### src/rv_pkg.sv
`default_nettype none

package rv_pkg;

	localparam int XLEN      = 32;
	localparam int REG_AW    = 5;
	localparam int MEM_WORDS = 256; // data ram depth in words.

	typedef enum logic [3:0] {
		alu_add,
		alu_sub,
		alu_and,
		alu_or,
		alu_xor,
		alu_sll,
		alu_srl,
		alu_sra,
		alu_slt,
		alu_sltu,
		alu_pass_b // lui.
	} alu_op_e;

	typedef enum logic [1:0] {
		wb_alu,
		wb_mem,
		wb_pc_four
	} wb_sel_e;

	typedef enum logic [2:0] {
		ls_byte,
		ls_half,
		ls_word,
		ls_byte_u,
		ls_half_u
	} ls_size_e;

endpackage

`default_nettype wire

### src/lsu_memory.sv
`timescale 1ns/1ns
`default_nettype none

module lsu_memory (
	input  logic                     i_insn_vld,
	input  logic                     i_mem_wren,
	input  rv_pkg::wb_sel_e          i_wb_sel,
	input  rv_pkg::ls_size_e         i_sl_sel,
	input  logic [3:0]               i_bmask,
	input  logic [rv_pkg::XLEN-1:0]  i_addr,
	input  logic [rv_pkg::XLEN-1:0]  i_store_data,
	input  logic [rv_pkg::XLEN-1:0]  i_wb_dat_i,
	input  logic                     i_wb_ack,
	output logic                     o_wb_cyc,
	output logic                     o_wb_stb,
	output logic                     o_wb_we,
	output logic [3:0]               o_wb_sel,
	output logic [rv_pkg::XLEN-1:0]  o_wb_adr,
	output logic [rv_pkg::XLEN-1:0]  o_wb_dat_o,
	output logic                     o_stall,
	output logic [rv_pkg::XLEN-1:0]  o_load_data
);
	import rv_pkg::*;

	logic            access;
	logic [XLEN-1:0] shifted;

	// loads and stores both go out on the bus.
	assign access = i_insn_vld & ((i_wb_sel == wb_mem) | i_mem_wren);

	// ex/mem holds steady while stalled, so the bus signals stay put until ack.
	assign o_wb_cyc   = access;
	assign o_wb_stb   = access;
	assign o_wb_we    = i_mem_wren;
	assign o_wb_sel   = i_bmask;
	assign o_wb_adr   = i_addr;
	assign o_wb_dat_o = i_store_data;

	assign o_stall = access & ~i_wb_ack; // released in the ack cycle.

	// aligned accesses only, so one lane shift covers byte and half.
	assign shifted = i_wb_dat_i >> {i_addr[1:0], 3'b000};

	always_comb begin
		case (i_sl_sel)
			ls_byte:   o_load_data = {{(XLEN-8){shifted[7]}}, shifted[7:0]};
			ls_half:   o_load_data = {{(XLEN-16){shifted[15]}}, shifted[15:0]};
			ls_byte_u: o_load_data = {{(XLEN-8){1'b0}}, shifted[7:0]};
			ls_half_u: o_load_data = {{(XLEN-16){1'b0}}, shifted[15:0]};
			default:   o_load_data = i_wb_dat_i;
		endcase
	end

endmodule

`default_nettype wire

### config.mk
export PLATFORM = sky130hd
export DESIGN_NAME = lsu_memory
export DESIGN_NICKNAME = d
export VERILOG_FILES = /design/src/rv_pkg.sv /design/src/lsu_memory.sv
export SDC_FILE = /design/constraint.sdc
export NUM_CORES = 1
export LEC_CHECK = 0
export BUFFER_PORTS_ARGS = -buffer_cell sky130_fd_sc_hd__buf_2
export CORE_AREA = 2 2 81 83
export DETAILED_ROUTE_END_ITERATION = 10
export DIE_AREA = 0 0 83 85
export GPL_TIMING_DRIVEN = 0
export PLACE_DENSITY = 0.76
export SLEW_MARGIN = 20
export SYNTH_ARGS = -nofsm -noshare
export SYNTH_HDL_FRONTEND = slang
export SYNTH_SLANG_ARGS = --single-unit
export TNS_END_PERCENT = 100
### constraint.sdc
create_clock -name vclk -period 3.95
set_clock_uncertainty 0.15 [all_clocks]
set_input_delay 1.185 -clock vclk [all_inputs]
set_output_delay 1.185 -clock vclk [all_outputs]
set_load 0.02 [all_outputs]
==> flow_summary.json <==
{
  "drc_errors": 0,
  "routedWlPerCell_um": 13.9,
  "die_area_um2": 7060,
  "hold_class": "in2out",
  "clkPwrFrac_pct": 0,
  "setup_ws_ns": 0.0417,
  "synthTopCellsByArea": "buf_4 34%, nand2_1 13%, nand3b_1 7.2%",
  "vias": 2172,
  "final_area_um2": 2560,
  "maxSlewViolCount": 0,
  "detail_route.iter0.violations": 68,
  "dpl.hpwl_um": 5110,
  "syn_to_final_growth_pct": 63.6,
  "ctsHoldBuffers": 0,
  "die_w_um": 83,
  "cpPeakStageDelay_ns": 0.51,
  "num_rows": 29,
  "min_to": "o_wb_adr[5]",
  "fmax_ghz": 0.256,
  "worst_ep_required_time_ns": 2.61,
  "cp_cell_sequence": "buf_8 > mux4_2 > or2_1 > buf_6 > buf_12 > nand3b_1 > a21oi_2 > buf_4",
  "final_net_count": 504,
  "power_density_nw_per_um2": 156,
  "grt_max_degree": 11,
  "antenna_cells": 0,
  "status": "complete, no violations",
  "p_int_mw": 0.176,
  "port_buffers": 145,
  "initial_core_util_pct": 25.2,
  "grt_pass1_vias": 2004,
  "pwr-share-comb_pct": 100.0,
  "synth-seq-area-share_pct": 0,
  "hp-start": "i_addr[5]",
  "grt_pass1_wl_um": 9580,
  "layout.area.seq_um2": 0,
  "min_path_cells": 2,
  "seq_power_share_pct": 0,
  "placed_cell_area_um2": 2380,
  "grt_use_total_pct": 16.2,
  "min_period_over_period_pct": 98.9,
  "drtPass1Iterations": 4,
  "hold_viol": 0,
  "start_kind": "input port",
  "rsz0062_at_grt": "true",
  "critPathSlowestCell": "mux4_2",
  "synthDistinctLibCells": 28,
  "n_sequential_cell": 0,
  "drive_above_1_share_pct": 64.2,
  "swShare_pct": 55.8,
  "die_h_um": 85,
  "p_total_mw": 0.399,
  "vdd_drop_max_v": 0.0000653,
  "core_area_um2": 6200,
  "clockBufferCount": 0,
  "yosys.area.top_type": "buf_4",
  "wl_um": 6540,
  "final_common_cell": "buf_2",
  "ant_nets": 0,
  "vias_per_cell": 4.61,
  "gr-total-overflow": 0,
  "max_cap_viol_count": 0,
  "slew_headroom_pct": 66.5,
  "p_sw_mw": 0.222,
  "finalSetupViolCount": 0,
  "synth_cells": 244,
  "syn_nets": 352,
  "endpoint_kind": "output pin",
  "antenna_found_initial": 0,
  "synth_area_um2": 1560,
  "ios": 212,
  "place_congestion": 0.832,
  "yosysWarningCount": 0,
  "synth_top_area_share_pct": 34.1,
  "path_max_fanout": 5,
  "avgSynthCellArea_um2": 6.40,
  "worstSetupPathType": "in2out",
  "tightest_slew_ns": 0.502,
  "crit_arrival_ns": 2.57,
  "post-place-ws_ns": -0.281,
  "final_cell_mix": "142 x buf_2, 79 x buf_4, 55 x nand2_1",
  "layout_min_cycle_time_ns": 3.91,
  "p_leak_nw": 1.43
}
-- cell usage after synthesis (2+ instances only) --
master,instances
o211ai_1,9
mux2i_1,10
nand2_1,55
o2111a_1,7
o221a_2,6
a211oi_1,2
nand3b_1,15
buf_4,71
clkbuf_1,8
nor2_1,16
a21oi_1,21
buf_2,5
nor2b_1,2
buf_1,3
-- worst max-delay path, delay by kind of cell --
kind	cells	cell delay, ns
multiplexers	1	0.51
AO/OA/AOI/OAI	1	0.06
buffers and inverters	4	0.49
AND/OR/NAND/NOR	2	0.33
-- final cells by class --
| class | count | area (um2) |
|---|---|---|
| multi-input cells | 155 | 997 |
| repair buffers | 151 | 827 |
| fillers | 668 | 3650 |
| plain buffers | 88 | 636 |
| well taps | 77 | 96.3 |
-- power groups by stage --
| stage | clock network, mW | logic, mW | registers [mW] |
|---|---|---|---|
| 4_1_cts | 0 | 0.392 | 0 |
| 6_report | 0 | 0.399 | 0 |
| 5_1_grt | 0 | 0.426 | 0 |
| 3_5_place_dp | 0 | 0.374 | 0 |
| 2_1_floorplan | 0 | 0.252 | 0 |
| 3_3_place_gp | 0 | 0.371 | 0 |
-- per-layer routing --
layer	routed length [um]	GRT usage, %	vias up
li1	-	-	1070
met1	2510	19.4	958
met2	3340	30.7	138
met3	617	2.53	6
met4	76	2.98	0
met5	0	0	-
-- metrics by stage --
step / hold WS [ns] / cells / util [%] / setup TNS, ns
floorplan: 2.30 / 244 / - / 0
global placement: 2.44 / 466 / 38.4 / -5.30
detailed placement: 2.44 / 466 / 38.4 / -5.22
CTS: 2.44 / 470 / 40.4 / -0.00107
global route: 2.44 / 471 / 41.2 / -0.0182
finish: 2.44 / 471 / 41.2 / 0
-- cell families (layout without fill, tap and decap cells) --
| group | count (synthesis) | count (layout) | synth area share, % |
|---|---|---|---|
| compound gates | 50 | 50 | 24.3 |
| simple gates | 93 | 93 | 27.7 |
| mux | 12 | 12 | 8.57 |
| buf+inv | 89 | 239 | 39.4 |
-- worst max-delay path by stage --
stage,from,end,slack [ns],cells past startpoint
after CTS,i_addr[0],o_load_data[10],-0.001,7
after global placement,i_sl_sel[1],o_load_data[12],-0.30,7
after detailed placement,i_sl_sel[1],o_load_data[21],-0.28,8
after global routing,i_addr[0],o_load_data[14],-0.02,8
after floorplan,i_addr[1],o_load_data[10],0.13,6
final,i_addr[0],o_load_data[9],0.04,8
-- what timing repair did --
item,4_1_cts,5_1_grt
buffers inserted,5,1
gates resized for setup,20,19
setup endpoints to repair,24,24
pin swaps,5,2
Note: power is estimated with default switching activity, not from simulation.
