--- src/rv_pkg.sv ---
`default_nettype none

package rv_pkg;

	localparam int XLEN      = 32;
	localparam int REG_AW    = 5;
	localparam int MEM_WORDS = 256; // data ram depth in words.

	typedef enum logic [3:0] {
		alu_add,
		alu_sub,
		alu_and,
		alu_or,
		alu_xor,
		alu_sll,
		alu_srl,
		alu_sra,
		alu_slt,
		alu_sltu,
		alu_pass_b // lui.
	} alu_op_e;

	typedef enum logic [1:0] {
		wb_alu,
		wb_mem,
		wb_pc_four
	} wb_sel_e;

	typedef enum logic [2:0] {
		ls_byte,
		ls_half,
		ls_word,
		ls_byte_u,
		ls_half_u
	} ls_size_e;

endpackage

`default_nettype wire

--- src/writeback_stage.sv ---
`timescale 1ns/1ns
`default_nettype none

module writeback_stage (
	input  logic                      i_clk,
	input  logic                      i_reset,
	input  logic                      i_stall,
	input  logic                      i_insn_vld,
	input  logic                      i_rd_wren,
	input  logic [rv_pkg::REG_AW-1:0] i_rd_addr,
	input  rv_pkg::wb_sel_e           i_wb_sel,
	input  logic [rv_pkg::XLEN-1:0]   i_alu_data,
	input  logic [rv_pkg::XLEN-1:0]   i_load_data,
	input  logic [rv_pkg::XLEN-1:0]   i_pc_four,
	output logic                      o_wb_vld,
	output logic                      o_wb_rd_wren,
	output logic [rv_pkg::REG_AW-1:0] o_wb_rd_addr,
	output logic [rv_pkg::XLEN-1:0]   o_wb_data
);
	import rv_pkg::*;

	logic [XLEN-1:0] sel_data;

	always_comb begin
		case (i_wb_sel)
			wb_mem:     sel_data = i_load_data;
			wb_pc_four: sel_data = i_pc_four;
			default:    sel_data = i_alu_data;
		endcase
	end

	always_ff @(posedge i_clk or negedge i_reset) begin
		if (~i_reset) begin
			o_wb_vld     <= 1'b0;
			o_wb_rd_wren <= 1'b0;
			o_wb_rd_addr <= '0;
			o_wb_data    <= '0;
		end else if (i_stall) begin
			o_wb_vld     <= 1'b0; // bubble.
			o_wb_rd_wren <= 1'b0;
		end else begin
			o_wb_vld     <= i_insn_vld;
			o_wb_rd_wren <= i_insn_vld & i_rd_wren;
			o_wb_rd_addr <= i_rd_addr;
			o_wb_data    <= sel_data;
		end
	end

endmodule

`default_nettype wire

--- config.mk ---
export PLATFORM = sky130hd
export DESIGN_NAME = writeback_stage
export DESIGN_NICKNAME = d
export VERILOG_FILES = /design/src/rv_pkg.sv /design/src/writeback_stage.sv
export SDC_FILE = /design/constraint.sdc
export NUM_CORES = 1
export LEC_CHECK = 0
export ABC_AREA = 1
export BUFFER_PORTS_ARGS = -buffer_cell sky130_fd_sc_hd__buf_2
export CELL_PAD_IN_SITES_DETAIL_PLACEMENT = 0
export CELL_PAD_IN_SITES_GLOBAL_PLACEMENT = 2
export CORE_ASPECT_RATIO = 1.1
export CORE_MARGIN = 3
export CORE_UTILIZATION = 22
export DETAILED_ROUTE_END_ITERATION = 6
export GPL_TIMING_DRIVEN = 0
export PLACE_DENSITY_LB_ADDON = 0.3
export SLEW_MARGIN = 20
export SYNTH_ARGS = -nofsm -noshare
export SYNTH_HDL_FRONTEND = slang
export SYNTH_SLANG_ARGS = --single-unit
--- constraint.sdc ---
create_clock -name i_clk -period 1.3 [get_ports i_clk]
set_input_delay 0.195 -clock i_clk [delete_from_list [all_inputs] [get_ports i_clk]]
set_output_delay 0.195 -clock i_clk [all_outputs]
set_load 0.01 [all_outputs]
==> impl_metrics.env, run 1 <==
export IMPL_start_kind="input pin"
export IMPL_synth_avg_cell_area_um2=6.65
export IMPL_grt_pass1_vias=2593
export IMPL_slew_violations=0
export IMPL_hold_slack_ns=0.0507
export IMPL_wire_per_inst_um=13.1
export IMPL_setup_viol=0
export IMPL_io_buffers=145
export IMPL_period_share=0.823
export IMPL_ctsResizeCount=0
export IMPL_die_area_um2=11500
export IMPL_clock_fmax_mhz=935
export IMPL_finish_utilization=0.324
export IMPL_yosysSeqAreaShare=0.431
export IMPL_r2r_slack_ns=0.66
export IMPL_synthTopCellsByArea="dfrtp_1 43%, nand2_1 28%, a21oi_1 7.1%, nand3_1 7.1%, inv_1 6.6%"
export IMPL_grt_pass1_wl_um=12700
export IMPL_final_cell_mix="166 x nand2_1, 154 x buf_2, 40 x inv_1, 39 x dfrtp_1"
export IMPL_nets=602
export IMPL_die_h_um=112
export IMPL_synth_top_area_frac=0.431
export IMPL_synth_net_count=450
export IMPL_cp_max_fo=10
export IMPL_cts_htree_levels=2
export IMPL_clock_sinks=39
export IMPL_io_pins=147
export IMPL_required_ns=1.48
export IMPL_critPathKind="input pin to flop"
export IMPL_synthCells=340
export IMPL_grt_usage=0.140
export IMPL_slew_headroom=0.381
export IMPL_routed_wl_um=8010
export IMPL_cts_hold_buf=0
export IMPL_grt_max_degree=40
export IMPL_fin_tns_setup_ns=0
export IMPL_layout_commonest_cell="nand2_1"
export IMPL_end_kind="flop"
export IMPL_drive_gt1_frac=0.345
export IMPL_final_hold_viol_count=0
export IMPL_rr_startpoint="o_wb_rd_addr[1]$_DFFE_PN0N_"
export IMPL_antenna_found_initial=0
export IMPL_min_path_type="input pin to asynchronous set/reset pin"
export IMPL_drc_errors=0
export IMPL_p_total_mw=3.18
export IMPL_skew_ns=0
export IMPL_drt_iter0_drc=58
export IMPL_firstDrtPassIters=4
export IMPL_syn_area_um2=2260
export IMPL_ant_nets=0
export IMPL_insertion_delay_ns=0.28
export IMPL_leakagePower_nw=1.95
export IMPL_grt_setup_unrepaired="false"
export IMPL_synth_area_leader_cell="dfrtp_1"
export IMPL_r2r_end="o_wb_rd_addr[1]$_DFFE_PN0N_"
export IMPL_viasPerCell=4.17
export IMPL_ys_warn_count=0
export IMPL_ys_ff_latch=39
export IMPL_clk_pin_slew_ns=0.07
export IMPL_peakVddDrop_uv=326
export IMPL_place_detailed_hpwl_um=6060
export IMPL_worst_slack_ns=0.230
export IMPL_powerDensity_nw_per_um2=987
export IMPL_overflow=0
export IMPL_cts_setup_buffers=0
export IMPL_core_area_um2=9940
export IMPL_cts_tree="built"
export IMPL_cts_root_buf="clkbuf_8"
export IMPL_clk_path_buf_depth=2
export IMPL_status="finished, final reports clean"
export IMPL_drv_cap=0
export IMPL_post_place_ws_ns=-0.0823
export IMPL_start_util=0.228
export IMPL_vias=2559
export IMPL_cts_buffers=5
export IMPL_ys_types=14
export IMPL_cp_arrival_ns=1.25
export IMPL_reg2reg_depth=2
export IMPL_finalCriticalPeriod_ns=1.07
export IMPL_syn_to_final_growth_pct=42.3
export IMPL_num_antenna_cells=0
export IMPL_worst_pin_slew_ns=0.928
export IMPL_num_rows=38
export IMPL_die_width_um=103
export IMPL_place_congestion=0.702
metal layers:
metal  routed length [um]  track usage
met5                    0            0
met4                   40       0.0289
met3                  362       0.0236
met2                 4140        0.253
met1                 3470        0.172
final cells by class:
class                      instances  area, um^2
buffer                            21         131
clock buffer                       7        76.3
clock inverter                     1        5.00
fill                            1134        6720
inverter                          41         154
multi-input combinational        239        1000
sequential                        39         976
tap                              120         150
timing repair buffer             145         726
kinds of logic (layout without fill, tap and decap cells):
kind of cell / count (synthesis) / count (layout) / synth area share
AND/OR/NAND/NOR: 200 / 200 / 0.350
buffers and inverters: 62 / 215 / 0.126
flip-flops: 39 / 39 / 0.431
adder cells (fa/ha/maj): 2 / 2 / 0.0111
AO/OA/AOI/OAI: 37 / 37 / 0.0819
report_power, final:
| part | switching [mW] | leakage, nW | internal (mW) |
|---|---|---|---|
| clock network | 0.412 | 0.0422 | 0.377 |
| logic | 0.532 | 1.43 | 0.411 |
| registers | 0.0769 | 0.481 | 1.37 |
critical path, cell delays in order:
cell     delay, ns
buf_2         0.09
inv_1         0.04
ha_1          0.29
buf_6         0.13
inv_2         0.09
buf_4         0.19
nand3_1       0.10
nand2_1       0.08
nand2_1       0.04
how the worst max path moves through the flow:
stage                 from                        end  slack, ns  depth (start not counted)
2_1_floorplan  i_wb_sel[0]   o_wb_data[0]$_DFFE_PN0N_       0.18                          8
5_1_grt        i_wb_sel[0]  o_wb_data[18]$_DFFE_PN0N_       0.13                          9
6_report       i_wb_sel[0]  o_wb_data[31]$_DFFE_PN0N_       0.23                          9
4_1_cts        i_wb_sel[0]  o_wb_data[31]$_DFFE_PN0N_       0.22                          9
3_3_place_gp   i_wb_sel[0]   o_wb_data[9]$_DFFE_PN0N_      -0.08                          9
3_5_place_dp   i_wb_sel[0]   o_wb_data[9]$_DFFE_PN0N_      -0.08                          9
sequential cells by signal, summed over array words and instances (netlist names):
signal and flops:
o_wb_data 32, o_wb_rd_addr 5, o_wb_rd_wren 1, o_wb_vld 1
synth_stat cells:
| library cell | instances |
|---|---|
| buf_4 | 7 |
| buf_2 | 9 |
| nand3_1 | 32 |
| buf_1 | 1 |
| inv_2 | 1 |
| nand2_1 | 166 |
| inv_1 | 40 |
| nor2_1 | 2 |
| clkbuf_1 | 2 |
| o21ai_0 | 5 |
| dfrtp_1 | 39 |
| ha_1 | 2 |
| a21oi_1 | 32 |
| buf_6 | 2 |
through the flow:
| stage | cell area (um^2) | cells |
|---|---|---|
| after floorplan | 2260 | 340 |
| after global placement | 3140 | 605 |
| after detailed placement | 3140 | 605 |
| after CTS | 3220 | 613 |
| after global routing | 3220 | 613 |
| final | 3220 | 613 |
(Power assumes the default switching activity.)
==> run 2: changes to the inputs <==
Settings changed: ABC_AREA 1 to 0, CORE_UTILIZATION 22 to 25.
Clock period 1.3 ns to 1 ns, I/O delays scaled along.
==> impl_metrics.env, run 2 <==
export IMPL_core_area_um2=9440
export IMPL_reg2reg_depth=2
export IMPL_leakagePower_nw=1.77
export IMPL_vias=2200
export IMPL_layout_commonest_cell="buf_2"
export IMPL_cts_htree_levels=2
export IMPL_cts_buffers=5
export IMPL_die_width_um=100
export IMPL_cp_top_family="flip-flops"
export IMPL_grt_max_degree=40
export IMPL_drc_errors=0
export IMPL_end_kind="output port"
export IMPL_ys_async_sr_fraction=1.00
export IMPL_min_path_type="input pin to asynchronous set/reset pin"
export IMPL_critPathKind="flop to output port"
export IMPL_powerDensity_nw_per_um2=1340
export IMPL_cp_slowest_stage_delay_ns=0.40
export IMPL_cp_num_cells=1
export IMPL_hold_slack_ns=0.00376
export IMPL_synth_common_cells="39 x dfrtp_1, 32 x nand2_1, 32 x nor2b_1"
export IMPL_worstSetupEndpoint="o_wb_data[8]"
export IMPL_ys_ff_latch=39
export IMPL_largest_register_ffs=32
export IMPL_clk_pin_slew_ns=0.09
export IMPL_grt_usage=0.144
export IMPL_grt_pass1_vias=2255
export IMPL_num_antenna_cells=0
export IMPL_synth_avg_cell_area_um2=12.2
export IMPL_final_cell_mix="144 x buf_2, 39 x dfrtp_1, 32 x nand2_1, 31 x a221oi_2, 29 x o31ai_2"
export IMPL_nFillCells=960
export IMPL_antenna_found_initial=0
export IMPL_required_ns=0.85
export IMPL_cts_root_buf="clkbuf_8"
export IMPL_worst_pin_slew_ns=0.974
export IMPL_finalCriticalPeriod_ns=0.982
export IMPL_start_kind="flop"
export IMPL_num_rows=37
export IMPL_io_pins=147
export IMPL_drt_iter0_drc=52
export IMPL_r2r_end="o_wb_data[28]$_DFFE_PN0N_"
export IMPL_crit_start="o_wb_data[8]$_DFFE_PN0N_"
export IMPL_nets=468
export IMPL_worst_slack_ns=0.0175
export IMPL_ys_warn_count=0
export IMPL_place_detailed_hpwl_um=5930
export IMPL_cts_tree="built"
export IMPL_place_congestion=0.699
export IMPL_die_area_um2=11000
export IMPL_clk_path_buf_depth=2
export IMPL_final_hold_viol_count=0
export IMPL_critPathBufInv=1
export IMPL_syn_area_um2=2440
export IMPL_grt_pass1_wl_um=12300
export IMPL_peakVddDrop_uv=540
export IMPL_ys_flop_type="dfrtp_1"
export IMPL_routed_wl_um=8040
export IMPL_synth_edf_count=0
export IMPL_ys_types=17
export IMPL_firstDrtPassIters=4
export IMPL_top_register="o_wb_data"
export IMPL_drive_gt1_frac=0.735
export IMPL_io_buffers=145
export IMPL_fin_tns_setup_ns=0
export IMPL_status="finished, final reports clean"
export IMPL_drv_cap=0
export IMPL_path_cells="buf_2"
export IMPL_viasPerCell=4.62
export IMPL_synth_net_count=310
export IMPL_reg_top3="o_wb_data: 32 flops, o_wb_rd_addr: 5 flops"
export IMPL_cp_arrival_ns=0.83
export IMPL_cts_hold_buf=0
export IMPL_post_place_ws_ns=-0.283
export IMPL_ant_nets=0
export IMPL_cp_max_fo=2
export IMPL_slowest_stage="dfrtp_1"
export IMPL_die_h_um=110
export IMPL_overflow=0
export IMPL_syn_to_final_growth_pct=51.5
export IMPL_skew_ns=0
export IMPL_synthCells=200
export IMPL_synth_area_leader_cell="dfrtp_1"
export IMPL_clock_fmax_mhz=1020
export IMPL_slew_headroom=0.351
export IMPL_synth_top_area_frac=0.400
export IMPL_r2r_slack_ns=0.23
export IMPL_insertion_delay_ns=0.29
export IMPL_wire_per_inst_um=16.9
export IMPL_grt_setup_unrepaired="true"
export IMPL_clock_sinks=39
export IMPL_setup_viol=0
export IMPL_synthTopCellsByArea="dfrtp_1 40%, a221oi_2 18%, o31ai_2 15%, nor2b_1 8.2%, nand2_1 4.9%"
export IMPL_slew_violations=0
export IMPL_synth_most_common_cell="dfrtp_1"
export IMPL_rr_startpoint="o_wb_data[28]$_DFFE_PN0N_"
export IMPL_start_util=0.258
export IMPL_period_share=0.982
export IMPL_yosysSeqAreaShare=0.400
## run 2: changes by cell type after synthesis, sizes merged, moves of 2 or more
| cell | previous run | this run |
|---|---|---|
| a21oi | 32 | 0 |
| a221oi | 0 | 32 |
| inv | 41 | 3 |
| mux2 | 0 | 5 |
| nand2 | 166 | 32 |
| nand3 | 32 | 0 |
| nor2 | 2 | 0 |
| nor2b | 0 | 32 |
| o21ai | 5 | 0 |
| o31ai | 0 | 31 |
## run 2: worst min path at each step
stage / endpoint / depth (start not counted) / from
floorplan: o_wb_data[0]$_DFFE_PN0N_ / 0 / i_reset
global placement: o_wb_data[2]$_DFFE_PN0N_ / 1 / i_reset
detailed placement: o_wb_data[2]$_DFFE_PN0N_ / 1 / i_reset
CTS: o_wb_data[2]$_DFFE_PN0N_ / 1 / i_reset
global route: o_wb_data[2]$_DFFE_PN0N_ / 1 / i_reset
finish: o_wb_data[2]$_DFFE_PN0N_ / 1 / i_reset
## run 2: where the power goes
part | switching [mW] | internal, mW
logic | 0.817 | 0.873
clock network | 0.632 | 0.745
registers | 0.107 | 1.78
## run 2: cells by family (layout without fill, tap and decap cells)
group	Yosys count	after routing	synth area share
adder cells (fa/ha/maj)	2	2	0.0103
AND/OR/NAND/NOR	66	66	0.137
buffers and inverters	24	183	0.0739
AO/OA/AOI/OAI	64	64	0.355
flip-flops	39	39	0.400
multiplexers	5	5	0.0231
## run 2: stage by stage
| step | std cells | instance area [um^2] | power (mW) | util |
|---|---|---|---|---|
| after floorplan | 200 | 2590 | 2.86 | - |
| after global placement | 462 | 3460 | 3.51 | 0.366 |
| after detailed placement | 462 | 3460 | 3.53 | 0.366 |
| after CTS | 470 | 3570 | 4.96 | 0.378 |
| after global routing | 476 | 3690 | 5.26 | 0.391 |
| final | 476 | 3690 | 4.95 | 0.391 |
## run 2: timing repair
item	in CTS	in global routing
gates resized for setup	0	15
hold endpoints to repair	0	0
buffers inserted	0	6
setup endpoints to repair	4	32
## run 2: final cells by class
class	count	area [um^2]	share of cell area
Clock buffer	5	68.8	0.0186
Multi-Input combinational cell	137	1410	0.383
Tap cell	117	146	0.0396
Buffer	21	220	0.0596
Timing Repair Buffer	151	811	0.220
Sequential cell	39	976	0.264
Inverter	3	13.8	0.00373
Clock inverter	3	43.8	0.0119
## run 2: layer usage
layer  track usage  wire length (um)
met4        0.0346                65
met2         0.241              3860
met1         0.182              3390
met3        0.0438               714
met5             0                 0
