[config.mk]
export PLATFORM = sky130hd
export DESIGN_NAME = alu_execute
export DESIGN_NICKNAME = d
export VERILOG_FILES = /design/src/rv_pkg.sv /design/src/alu_execute.sv
export SDC_FILE = /design/constraint.sdc
export NUM_CORES = 1
export LEC_CHECK = 0
export ABC_CLOCK_PERIOD_IN_PS = 10400
export BUFFER_PORTS_ARGS = -buffer_cell sky130_fd_sc_hd__clkbuf_2
export CORE_MARGIN = 1.5
export CORE_UTILIZATION = 33
export DETAILED_ROUTE_END_ITERATION = 12
export PLACE_DENSITY_LB_ADDON = 0.12
export SLEW_MARGIN = 20
export SYNTH_ARGS = -nofsm -noshare
export SYNTH_HDL_FRONTEND = slang
export SYNTH_SLANG_ARGS = --single-unit
[constraint.sdc]
create_clock -name vclk -period 10.4
set_input_delay 1.04 -clock vclk [all_inputs]
set_output_delay 1.04 -clock vclk [all_outputs]
set_load 0.005 [all_outputs]
[src/rv_pkg.sv]
`default_nettype none

package rv_pkg;

	localparam int XLEN      = 32;
	localparam int REG_AW    = 5;
	localparam int MEM_WORDS = 256; // data ram depth in words.

	typedef enum logic [3:0] {
		alu_add,
		alu_sub,
		alu_and,
		alu_or,
		alu_xor,
		alu_sll,
		alu_srl,
		alu_sra,
		alu_slt,
		alu_sltu,
		alu_pass_b // lui.
	} alu_op_e;

	typedef enum logic [1:0] {
		wb_alu,
		wb_mem,
		wb_pc_four
	} wb_sel_e;

	typedef enum logic [2:0] {
		ls_byte,
		ls_half,
		ls_word,
		ls_byte_u,
		ls_half_u
	} ls_size_e;

endpackage

`default_nettype wire

[src/alu_execute.sv]
`timescale 1ns/1ns
`default_nettype none

module alu_execute (
	input  rv_pkg::alu_op_e          i_alu_op,
	input  logic [rv_pkg::XLEN-1:0]  i_opa,
	input  logic [rv_pkg::XLEN-1:0]  i_opb,
	input  logic [rv_pkg::XLEN-1:0]  i_pre_opb,
	input  rv_pkg::ls_size_e         i_sl_sel,
	output logic [rv_pkg::XLEN-1:0]  o_alu_data,
	output logic [3:0]               o_bmask,
	output logic [rv_pkg::XLEN-1:0]  o_store_data
);
	import rv_pkg::*;

	logic [4:0] shamt;
	logic [1:0] lane;

	assign shamt = i_opb[4:0];
	assign lane  = o_alu_data[1:0]; // address offset inside the word.

	always_comb begin
		case (i_alu_op)
			alu_add:    o_alu_data = i_opa + i_opb;
			alu_sub:    o_alu_data = i_opa - i_opb;
			alu_and:    o_alu_data = i_opa & i_opb;
			alu_or:     o_alu_data = i_opa | i_opb;
			alu_xor:    o_alu_data = i_opa ^ i_opb;
			alu_sll:    o_alu_data = i_opa << shamt;
			alu_srl:    o_alu_data = i_opa >> shamt;
			alu_sra:    o_alu_data = $signed(i_opa) >>> shamt;
			alu_slt:    o_alu_data = {{(XLEN-1){1'b0}}, $signed(i_opa) < $signed(i_opb)};
			alu_sltu:   o_alu_data = {{(XLEN-1){1'b0}}, i_opa < i_opb};
			alu_pass_b: o_alu_data = i_opb;
			default:    o_alu_data = '0;
		endcase
	end

	always_comb begin
		case (i_sl_sel)
			ls_byte, ls_byte_u: begin
				o_bmask      = 4'b0001 << lane;
				o_store_data = i_pre_opb << {lane, 3'b000};
			end
			ls_half, ls_half_u: begin
				o_bmask      = 4'b0011 << {lane[1], 1'b0};
				o_store_data = i_pre_opb << {lane[1], 4'b0000};
			end
			default: begin // full word.
				o_bmask      = 4'b1111;
				o_store_data = i_pre_opb;
			end
		endcase
	end

endmodule

`default_nettype wire

==> results of run 1 <==
-- per-stage QoR --
| step | hold WS, ps | instances |
|---|---|---|
| 5_1_grt | 2421 | 1865 |
| 3_5_place_dp | 2392 | 1865 |
| 4_1_cts | 2394 | 1865 |
| 2_1_floorplan | 2177 | 1409 |
| 3_3_place_gp | 2392 | 1865 |
| 6_report | 2397 | 1865 |
-- placed cells by master, fill, tap and decap left out, types with 11 or more instances in the layout --
master,instances
o31ai_1,13
nand2_1,110
a221oi_1,29
o22ai_1,15
a22oi_1,22
nor2_1,163
a211oi_1,21
inv_1,100
a21o_1,17
a31oi_1,12
mux2_2,11
a21oi_1,126
o21ai_0,118
nor3_1,26
or3_1,13
and2_1,19
o21bai_1,15
xnor2_1,16
o211ai_1,34
buf_4,22
nor4_1,13
nand3_1,34
mux4_2,46
nor2b_1,11
mux2i_1,51
ha_1,97
clkbuf_2,169
-- layer usage --
metal	part of all wire	vias up	global-route usage
li1	-	5441	-
met1	0.43	5607	0.3940
met2	0.45	607	0.4782
met3	0.070	127	0.02961
met4	0.058	2	0.1422
met5	0.00028	-	0
-- cell families (layout without fill, tap and decap cells) --
group	after synthesis	count (layout)	share of synthesized area
multiplexers	111	111	0.1817
AND/OR/NAND/NOR	431	431	0.2059
AO/OA/AOI/OAI	523	523	0.3627
XOR/XNOR	20	20	0.01820
adder cells (fa/ha/maj)	99	99	0.1303
buffers and inverters	225	297	0.1011
-- area by class of cell --
type | instances | area, µm² | area share
tap | 384 | 480.5 | 0.04551
timing repair buffer | 191 | 1011 | 0.09576
inverter | 106 | 402.9 | 0.03816
multi-input combinational | 1184 | 8663 | 0.8206
-- cells in the mapped netlist (16+ instances only) --
cell type  instances
and2_1            19
nor3_1            28
mux4_2            46
a21oi_1          126
xnor2_1           16
a21o_1            17
clkbuf_1          65
buf_2             26
o211ai_1          34
nor2_1           164
nand2_1          110
nand3_1           34
a221oi_1          29
a22oi_1           22
mux2i_1           51
o21ai_0          118
inv_1            100
a211oi_1          21
ha_1              97
-- how the worst min path moves through the flow --
stage / from / end / slack [ps] / cells after the start
floorplan: i_pre_opb[14] / o_store_data[22] / 2180 / 2
global placement: i_pre_opb[31] / o_store_data[31] / 2390 / 4
detailed placement: i_pre_opb[31] / o_store_data[31] / 2390 / 4
CTS: i_pre_opb[31] / o_store_data[31] / 2390 / 4
global route: i_pre_opb[31] / o_store_data[31] / 2420 / 4
finish: i_pre_opb[31] / o_store_data[31] / 2400 / 4
-- report_power, final --
part | switching (mW) | total [mW] | internal [mW]
clock network | 0 | 0 | 0
logic | 0.371 | 0.592 | 0.221
registers | 0 | 0 | 0
total | 0.371 | 0.592 | 0.221
-- critical path: cells and delay by family --
family / cells / cell delay (ps)
compound gates: 7 / 1750
fa+ha+maj: 1 / 470
simple gates: 3 / 890
buf+inv: 4 / 1300
==> results.json, run 1 <==
{
  "status": "completed",
  "synth.top_cell.area_share": 0.1261,
  "max_stage_delay_ps": 610,
  "post-route-drc-count": 0,
  "finalCritPeriodShare": 0.6264,
  "finalSetupViolations": 0,
  "n_antenna_cell": 0,
  "irDropWorstVdd_v": 0.00002396,
  "crit_top_cell": "clkbuf_2",
  "fin_tns_setup_ps": 0,
  "io_buffers": 171,
  "yosys_warnings": 0,
  "ys_top_cells_by_area": "ha_1, mux4_2, a21oi_1",
  "place_ws_ps": 3954,
  "post-route-min-period_ps": 6515,
  "timing.fmax_ghz": 0.1535,
  "nets": 1685,
  "post_drt_wl_per_cell_um": 24.83,
  "via_count": 11780,
  "dieArea_um2": 30200,
  "critPathSlowestCell": "clkbuf_2",
  "crit_path_max_fanout": 36,
  "min_path_type": "input pin to output pin",
  "synth_largest_area_cell": "ha_1",
  "synth.distinct_cells": 83,
  "drt_pre_antenna_iters": 6,
  "avgSynthCellArea_um2": 6.831,
  "post_cts_resize_count": 0,
  "area_delta_synth_final_pct": 9.698,
  "antenna_found_initial": 1,
  "grt_start_max_net_pins": 57,
  "grt_pass1_vias": 11190,
  "via_per_inst": 6.318,
  "initial_core_util": 0.3353,
  "end_kind": "output pin",
  "slew_headroom": 0.1878,
  "postSynthNetCount": 1611,
  "fillers": 3182,
  "crit_required_ps": 9360,
  "overflow": 0,
  "layout-drive-gt1-share": 0.1877,
  "clock_buffers": 0,
  "design.seq.count": 0,
  "slew_violations": 0,
  "endpoint": "o_store_data[30]",
  "crit_path_cell_trace": "clkbuf_2 > clkinv_1 > ha_1 > nor2b_1 > o211ai_1 > a311oi_1 > nand3_1 > a31oi_1 > o31ai_2 > nor2_2 > o21bai_1 > a22o_1 > inv_6 > a222oi_1 > clkbuf_2",
  "path_class": "input pin to output pin",
  "die_x_um": 173.8,
  "setup_slack_ps": 3885,
  "place_area_um2": 10560,
  "power_uw": 591.9,
  "postSynthCellCount": 1409,
  "pin_count": 171,
  "hold_viol": 0,
  "yosysSeqAreaShare": 0,
  "die_y_um": 173.8,
  "drt_iter0_drc": 1256,
  "ff_latch_area_um2": 0,
  "core_um2": 28700,
  "postCtsSetupBuffers": 0,
  "crit_arrival_ps": 5470,
  "start_kind": "input pin",
  "design_area_um2": 10560,
  "rows": 62,
  "worst_slew_pin_slew_ps": 1214,
  "grt_pass1_wl_um": 69700,
  "track_usage": 0.2959,
  "cp-startpoint": "i_opb[2]",
  "antenna_left": 0,
  "syn_area_um2": 9624,
  "p_leak_nw": 4.607,
  "gp_congestion": 0.9919,
  "postCtsHoldBufs": 0,
  "drv_cap": 0,
  "utilization": 0.3678,
  "rsz0062_at_grt": "false",
  "drt-total-wl_um": 46310,
  "powerDensity_nw_per_um2": 56.06,
  "dpl.hpwl_um": 35980
}
No activity file was read; power rests on OpenSTA's default activity.
==> inputs of run 2 (changes only) <==
ABC_CLOCK_PERIOD_IN_PS = 6200   (was 10400)
clock period = 6.2 ns   (was 10.4 ns; I/O delays follow)
==> run 2 against run 1 <==
Hold slack got worse by 840 ps. Global-route usage rose by 1.7 points. Power rose by 72%. Core utilization rose by 0.51 points. Clock-buffer cell count did not move. Cell count rose by 0.91%.
==> results.json, run 2 (same netlist as run 1, synthesis figures left out) <==
{
  "post_cts_resize_count": 0,
  "post-route-drc-count": 0,
  "path_class": "input pin to output pin",
  "dieArea_um2": 30200,
  "min_path_type": "input pin to output pin",
  "n_antenna_cell": 0,
  "hold_viol": 0,
  "busiest_layer": "met2",
  "antenna_found_initial": 1,
  "grtUsageMet1": 0.4233,
  "crit_required_ps": 5580,
  "track_usage": 0.3131,
  "grt_pass1_vias": 11230,
  "timing.fmax_ghz": 0.1911,
  "end_kind": "output pin",
  "max_stage_delay_ps": 480,
  "min_to": "o_store_data[30]",
  "dpl.hpwl_um": 38480,
  "io_buffers": 171,
  "drv_cap": 0,
  "final_cell_mix": "clkbuf_2, nor2_1, a21oi_1",
  "grt_start_max_net_pins": 76,
  "via_per_inst": 6.423,
  "post_drt_wl_per_cell_um": 26.17,
  "critPathSlowestCell": "fa_1",
  "cpLargestDelayFamily": "compound AO/OA/AOI/OAI gates",
  "layout_commonest_cell": "clkbuf_2",
  "fillers": 3228,
  "status": "completed",
  "min_from": "i_pre_opb[30]",
  "overflow": 0,
  "crit_path_cell_trace": "buf_4 > inv_2 > fa_1 > nor2b_1 > o211ai_1 > a311oi_1 > nand3_1 > a31oi_1 > o31ai_2 > nor2_2 > o21bai_1 > a22o_1 > inv_6 > a222oi_1 > clkbuf_2",
  "area_delta_synth_final_pct": 11.21,
  "use_met3": 0.03399,
  "postCtsSetupBuffers": 0,
  "rsz0062_at_grt": "false",
  "postCtsHoldBufs": 0,
  "drt_pre_antenna_iters": 6,
  "rows": 62,
  "die_y_um": 173.8,
  "post-route-min-period_ps": 5233,
  "die_x_um": 173.8,
  "gp_congestion": 1.020,
  "slew_violations": 0,
  "met2_usage": 0.4993,
  "crit_arrival_ps": 4610,
  "irDropWorstVdd_v": 0.00004277,
  "core_um2": 28700,
  "finalCritPeriodShare": 0.8441,
  "initial_core_util": 0.3353,
  "ff_latch_area_um2": 0,
  "multi_input_area_um2": 8668,
  "place_inst": 1882,
  "antenna_left": 0,
  "worst_slew_pin_slew_ps": 1038,
  "layout-drive-gt1-share": 0.1976,
  "crit_path_max_fanout": 25,
  "worstPathBufferInverterCount": 4,
  "finalSetupViolations": 0,
  "design.seq.count": 0,
  "hold_depth": 4,
  "p_leak_nw": 4.695,
  "fin_tns_setup_ps": 0,
  "powerDensity_nw_per_um2": 94.86,
  "pin_count": 171,
  "instances_no_fill": 1882,
  "grt_pass1_wl_um": 73170,
  "via_count": 12090,
  "slew_headroom": 0.3043,
  "start_kind": "input pin",
  "drt_iter0_drc": 1292,
  "nets": 1702,
  "drt-total-wl_um": 49250,
  "clock_buffers": 0
}
==> run 2: report_power, final <==
group,internal (mW),leakage [nW],switching [mW],total [mW]
registers,0,0,0,0
clock network,0,0,0,0
logic,0.378,4.69,0.637,1.02
total,0.378,4.69,0.637,1.02
==> run 2: stage by stage <==
stage	setup slack, ps	hold slack [ps]	utilization	instance area [µm²]	power [mW]
2_1_floorplan	1159	1337	-	9624	0.6368
3_3_place_gp	1150	1550	0.3729	10700	0.9949
3_5_place_dp	1032	1551	0.3729	10700	0.9900
4_1_cts	1019	1553	0.3729	10700	0.9944
5_1_grt	700.2	1575	0.3729	10700	1.089
6_report	966.5	1553	0.3729	10700	1.015
==> run 2: final cells by class <==
class                      instances  area share
multi-input combinational       1184      0.8099
tap                              384     0.04489
inverter                         106     0.03764
timing repair buffer             208      0.1076
==> run 2: how the worst max path moves through the flow <==
stage / from / end / slack [ps] / cells after the start
global route: i_opb[1] / o_store_data[30] / 700 / 15
global placement: i_opb[1] / o_store_data[30] / 1150 / 15
floorplan: i_opb[2] / o_alu_data[28] / 1160 / 16
CTS: i_opb[1] / o_store_data[31] / 1020 / 15
finish: i_opb[1] / o_store_data[30] / 970 / 15
detailed placement: i_opb[1] / o_store_data[31] / 1030 / 15
==> run 2: layer usage <==
layer	vias to the layer above	wire, µm
met5	-	16
met4	2	2834
met3	127	4054
met2	679	21710
met1	5806	20630
li1	5474	-
==> inputs of run 3 (changes only) <==
ABC_CLOCK_PERIOD_IN_PS = 4500   (was 6200)
clock period = 4.5 ns   (was 6.2 ns; I/O delays follow)
==> run 3 against run 2 <==
Final area up 6.6%. Sequential share of layout area unchanged. Worst setup slack worse by 890 ps. Critical path type unchanged. Power up 47%. Routed wire length up 1.8%. Non-clock buffer count up 87. Die area unchanged. Clock-buffer cell count unchanged. Via count up 4.0%.
==> results.json, run 3 (same netlist as run 1, synthesis figures left out) <==
{
  "p_leak_nw": 5.121,
  "n_antenna_cell": 0,
  "post-route-min-period_ps": 4419,
  "slew_violations": 0,
  "initial_core_util": 0.3353,
  "antenna_found_initial": 1,
  "internal_power_uw": 591.0,
  "crit_path_cell_trace": "clkbuf_2 > buf_4 > ha_1 > fa_2 > a21o_1 > a31o_2 > a311o_1 > or2_2 > a41oi_1 > buf_4 > o41ai_1 > a31o_2 > nor4_1 > o21ai_0 > o21ai_0 > clkbuf_2",
  "area_delta_synth_final_pct": 18.55,
  "max_stage_delay_ps": 400,
  "crit_arrival_ps": 3970,
  "drv_cap": 0,
  "drt_pre_antenna_iters": 6,
  "postCtsHoldBufs": 0,
  "gp_congestion": 0.9782,
  "worst_slew_pin_slew_ps": 858.3,
  "die_y_um": 173.8,
  "post_drt_wl_per_cell_um": 25.46,
  "irDropWorstVdd_v": 0.00004131,
  "dpl.hpwl_um": 39770,
  "setup_slack_ps": 80.82,
  "utilization": 0.3975,
  "dieArea_um2": 30200,
  "slew_headroom": 0.4257,
  "end_kind": "output pin",
  "final_cell_mix": "clkbuf_2, nor2_1, a21oi_1",
  "layout_commonest_cell": "clkbuf_2",
  "nets": 1789,
  "via_per_inst": 6.382,
  "critPathSlowestCell": "fa_2",
  "pin_count": 171,
  "layout-drive-gt1-share": 0.2467,
  "p_comb_frac": 1.000,
  "design.seq.count": 0,
  "grt_pass1_wl_um": 74620,
  "hold_viol": 0,
  "min_path_type": "input pin to output pin",
  "status": "completed",
  "rsz0062_at_grt": "false",
  "drt-total-wl_um": 50140,
  "drt_iter0_drc": 1349,
  "timing.fmax_ghz": 0.2263,
  "power.switching_fraction": 0.6029,
  "finalSetupViolations": 0,
  "via_count": 12570,
  "grt_start_max_net_pins": 76,
  "io_buffers": 171,
  "die_x_um": 173.8,
  "powerDensity_nw_per_um2": 130.4,
  "start_kind": "input pin",
  "core_um2": 28700,
  "worstPathBufferInverterCount": 4,
  "clkPwrFrac": 0,
  "switchingPower_uw": 897.2,
  "place_ws_ps": -94.14,
  "path_class": "input pin to output pin",
  "crit_required_ps": 4050,
  "ff_latch_area_um2": 0,
  "rows": 62,
  "track_usage": 0.3179,
  "clock_buffers": 0,
  "grt_pass1_vias": 11670,
  "overflow": 0,
  "antenna_left": 0,
  "post-route-drc-count": 0,
  "finalCritPeriodShare": 0.9820,
  "crit_path_max_fanout": 6,
  "cpLargestDelayFamily": "compound AO/OA/AOI/OAI gates",
  "p_seq_frac": 0
}
==> run 3: worst paths after layout <==
kind / from / end / cells after the start / slack [ps]
hold / removal: i_pre_opb[30] / o_store_data[30] / 4 / 1210
setup / recovery: i_opa[0] / o_alu_data[30] / 16 / 80
==> run 3: metrics by stage <==
stage	cell area (µm²)	cells	TNS, ps	hold slack [ps]	power, mW
after floorplan	9627	1409	0	997.0	0.8776
after global placement	11360	1967	-264.7	1208	1.445
after detailed placement	11360	1967	-807.5	1212	1.441
after CTS	11370	1967	0	1213	1.449
after global routing	11410	1969	0	1247	1.593
final	11410	1969	0	1214	1.488
==> run 3: repair_timing <==
item | in CTS | in global routing
cloned | 0 | 0
setup endpoints to repair | 14 | 20
pin swaps | 1 | 5
gates resized for setup | 1 | 10
buffers inserted | 0 | 2
==> run 3: power by group through the flow <==
stage	Clock, mW	Sequential, mW	Combinational [mW]
floorplan	0	0	0.878
global placement	0	0	1.45
detailed placement	0	0	1.44
CTS	0	0	1.45
global route	0	0	1.59
finish	0	0	1.49
==> run 3: layout make-up <==
class / count / area (µm²)
well taps: 384 / 480.5
multi-input cells: 1184 / 8697
inverters: 106 / 402.9
repair buffers: 295 / 1829
fillers: 3202 / 17290
==> run 3: worst min-delay path, delay by kind of cell <==
family	cells	cell delay, ps
compound gates	1	80
buf+inv	3	230
==> run 3: per-layer routing <==
metal  up-vias  global-route usage  wire length [µm]
li1       5631                   -                 -
met1      6063              0.4270             20790
met2       763              0.5123             22280
met3       110             0.03838              4563
met4         0              0.1358              2507
met5         -                   0                 0
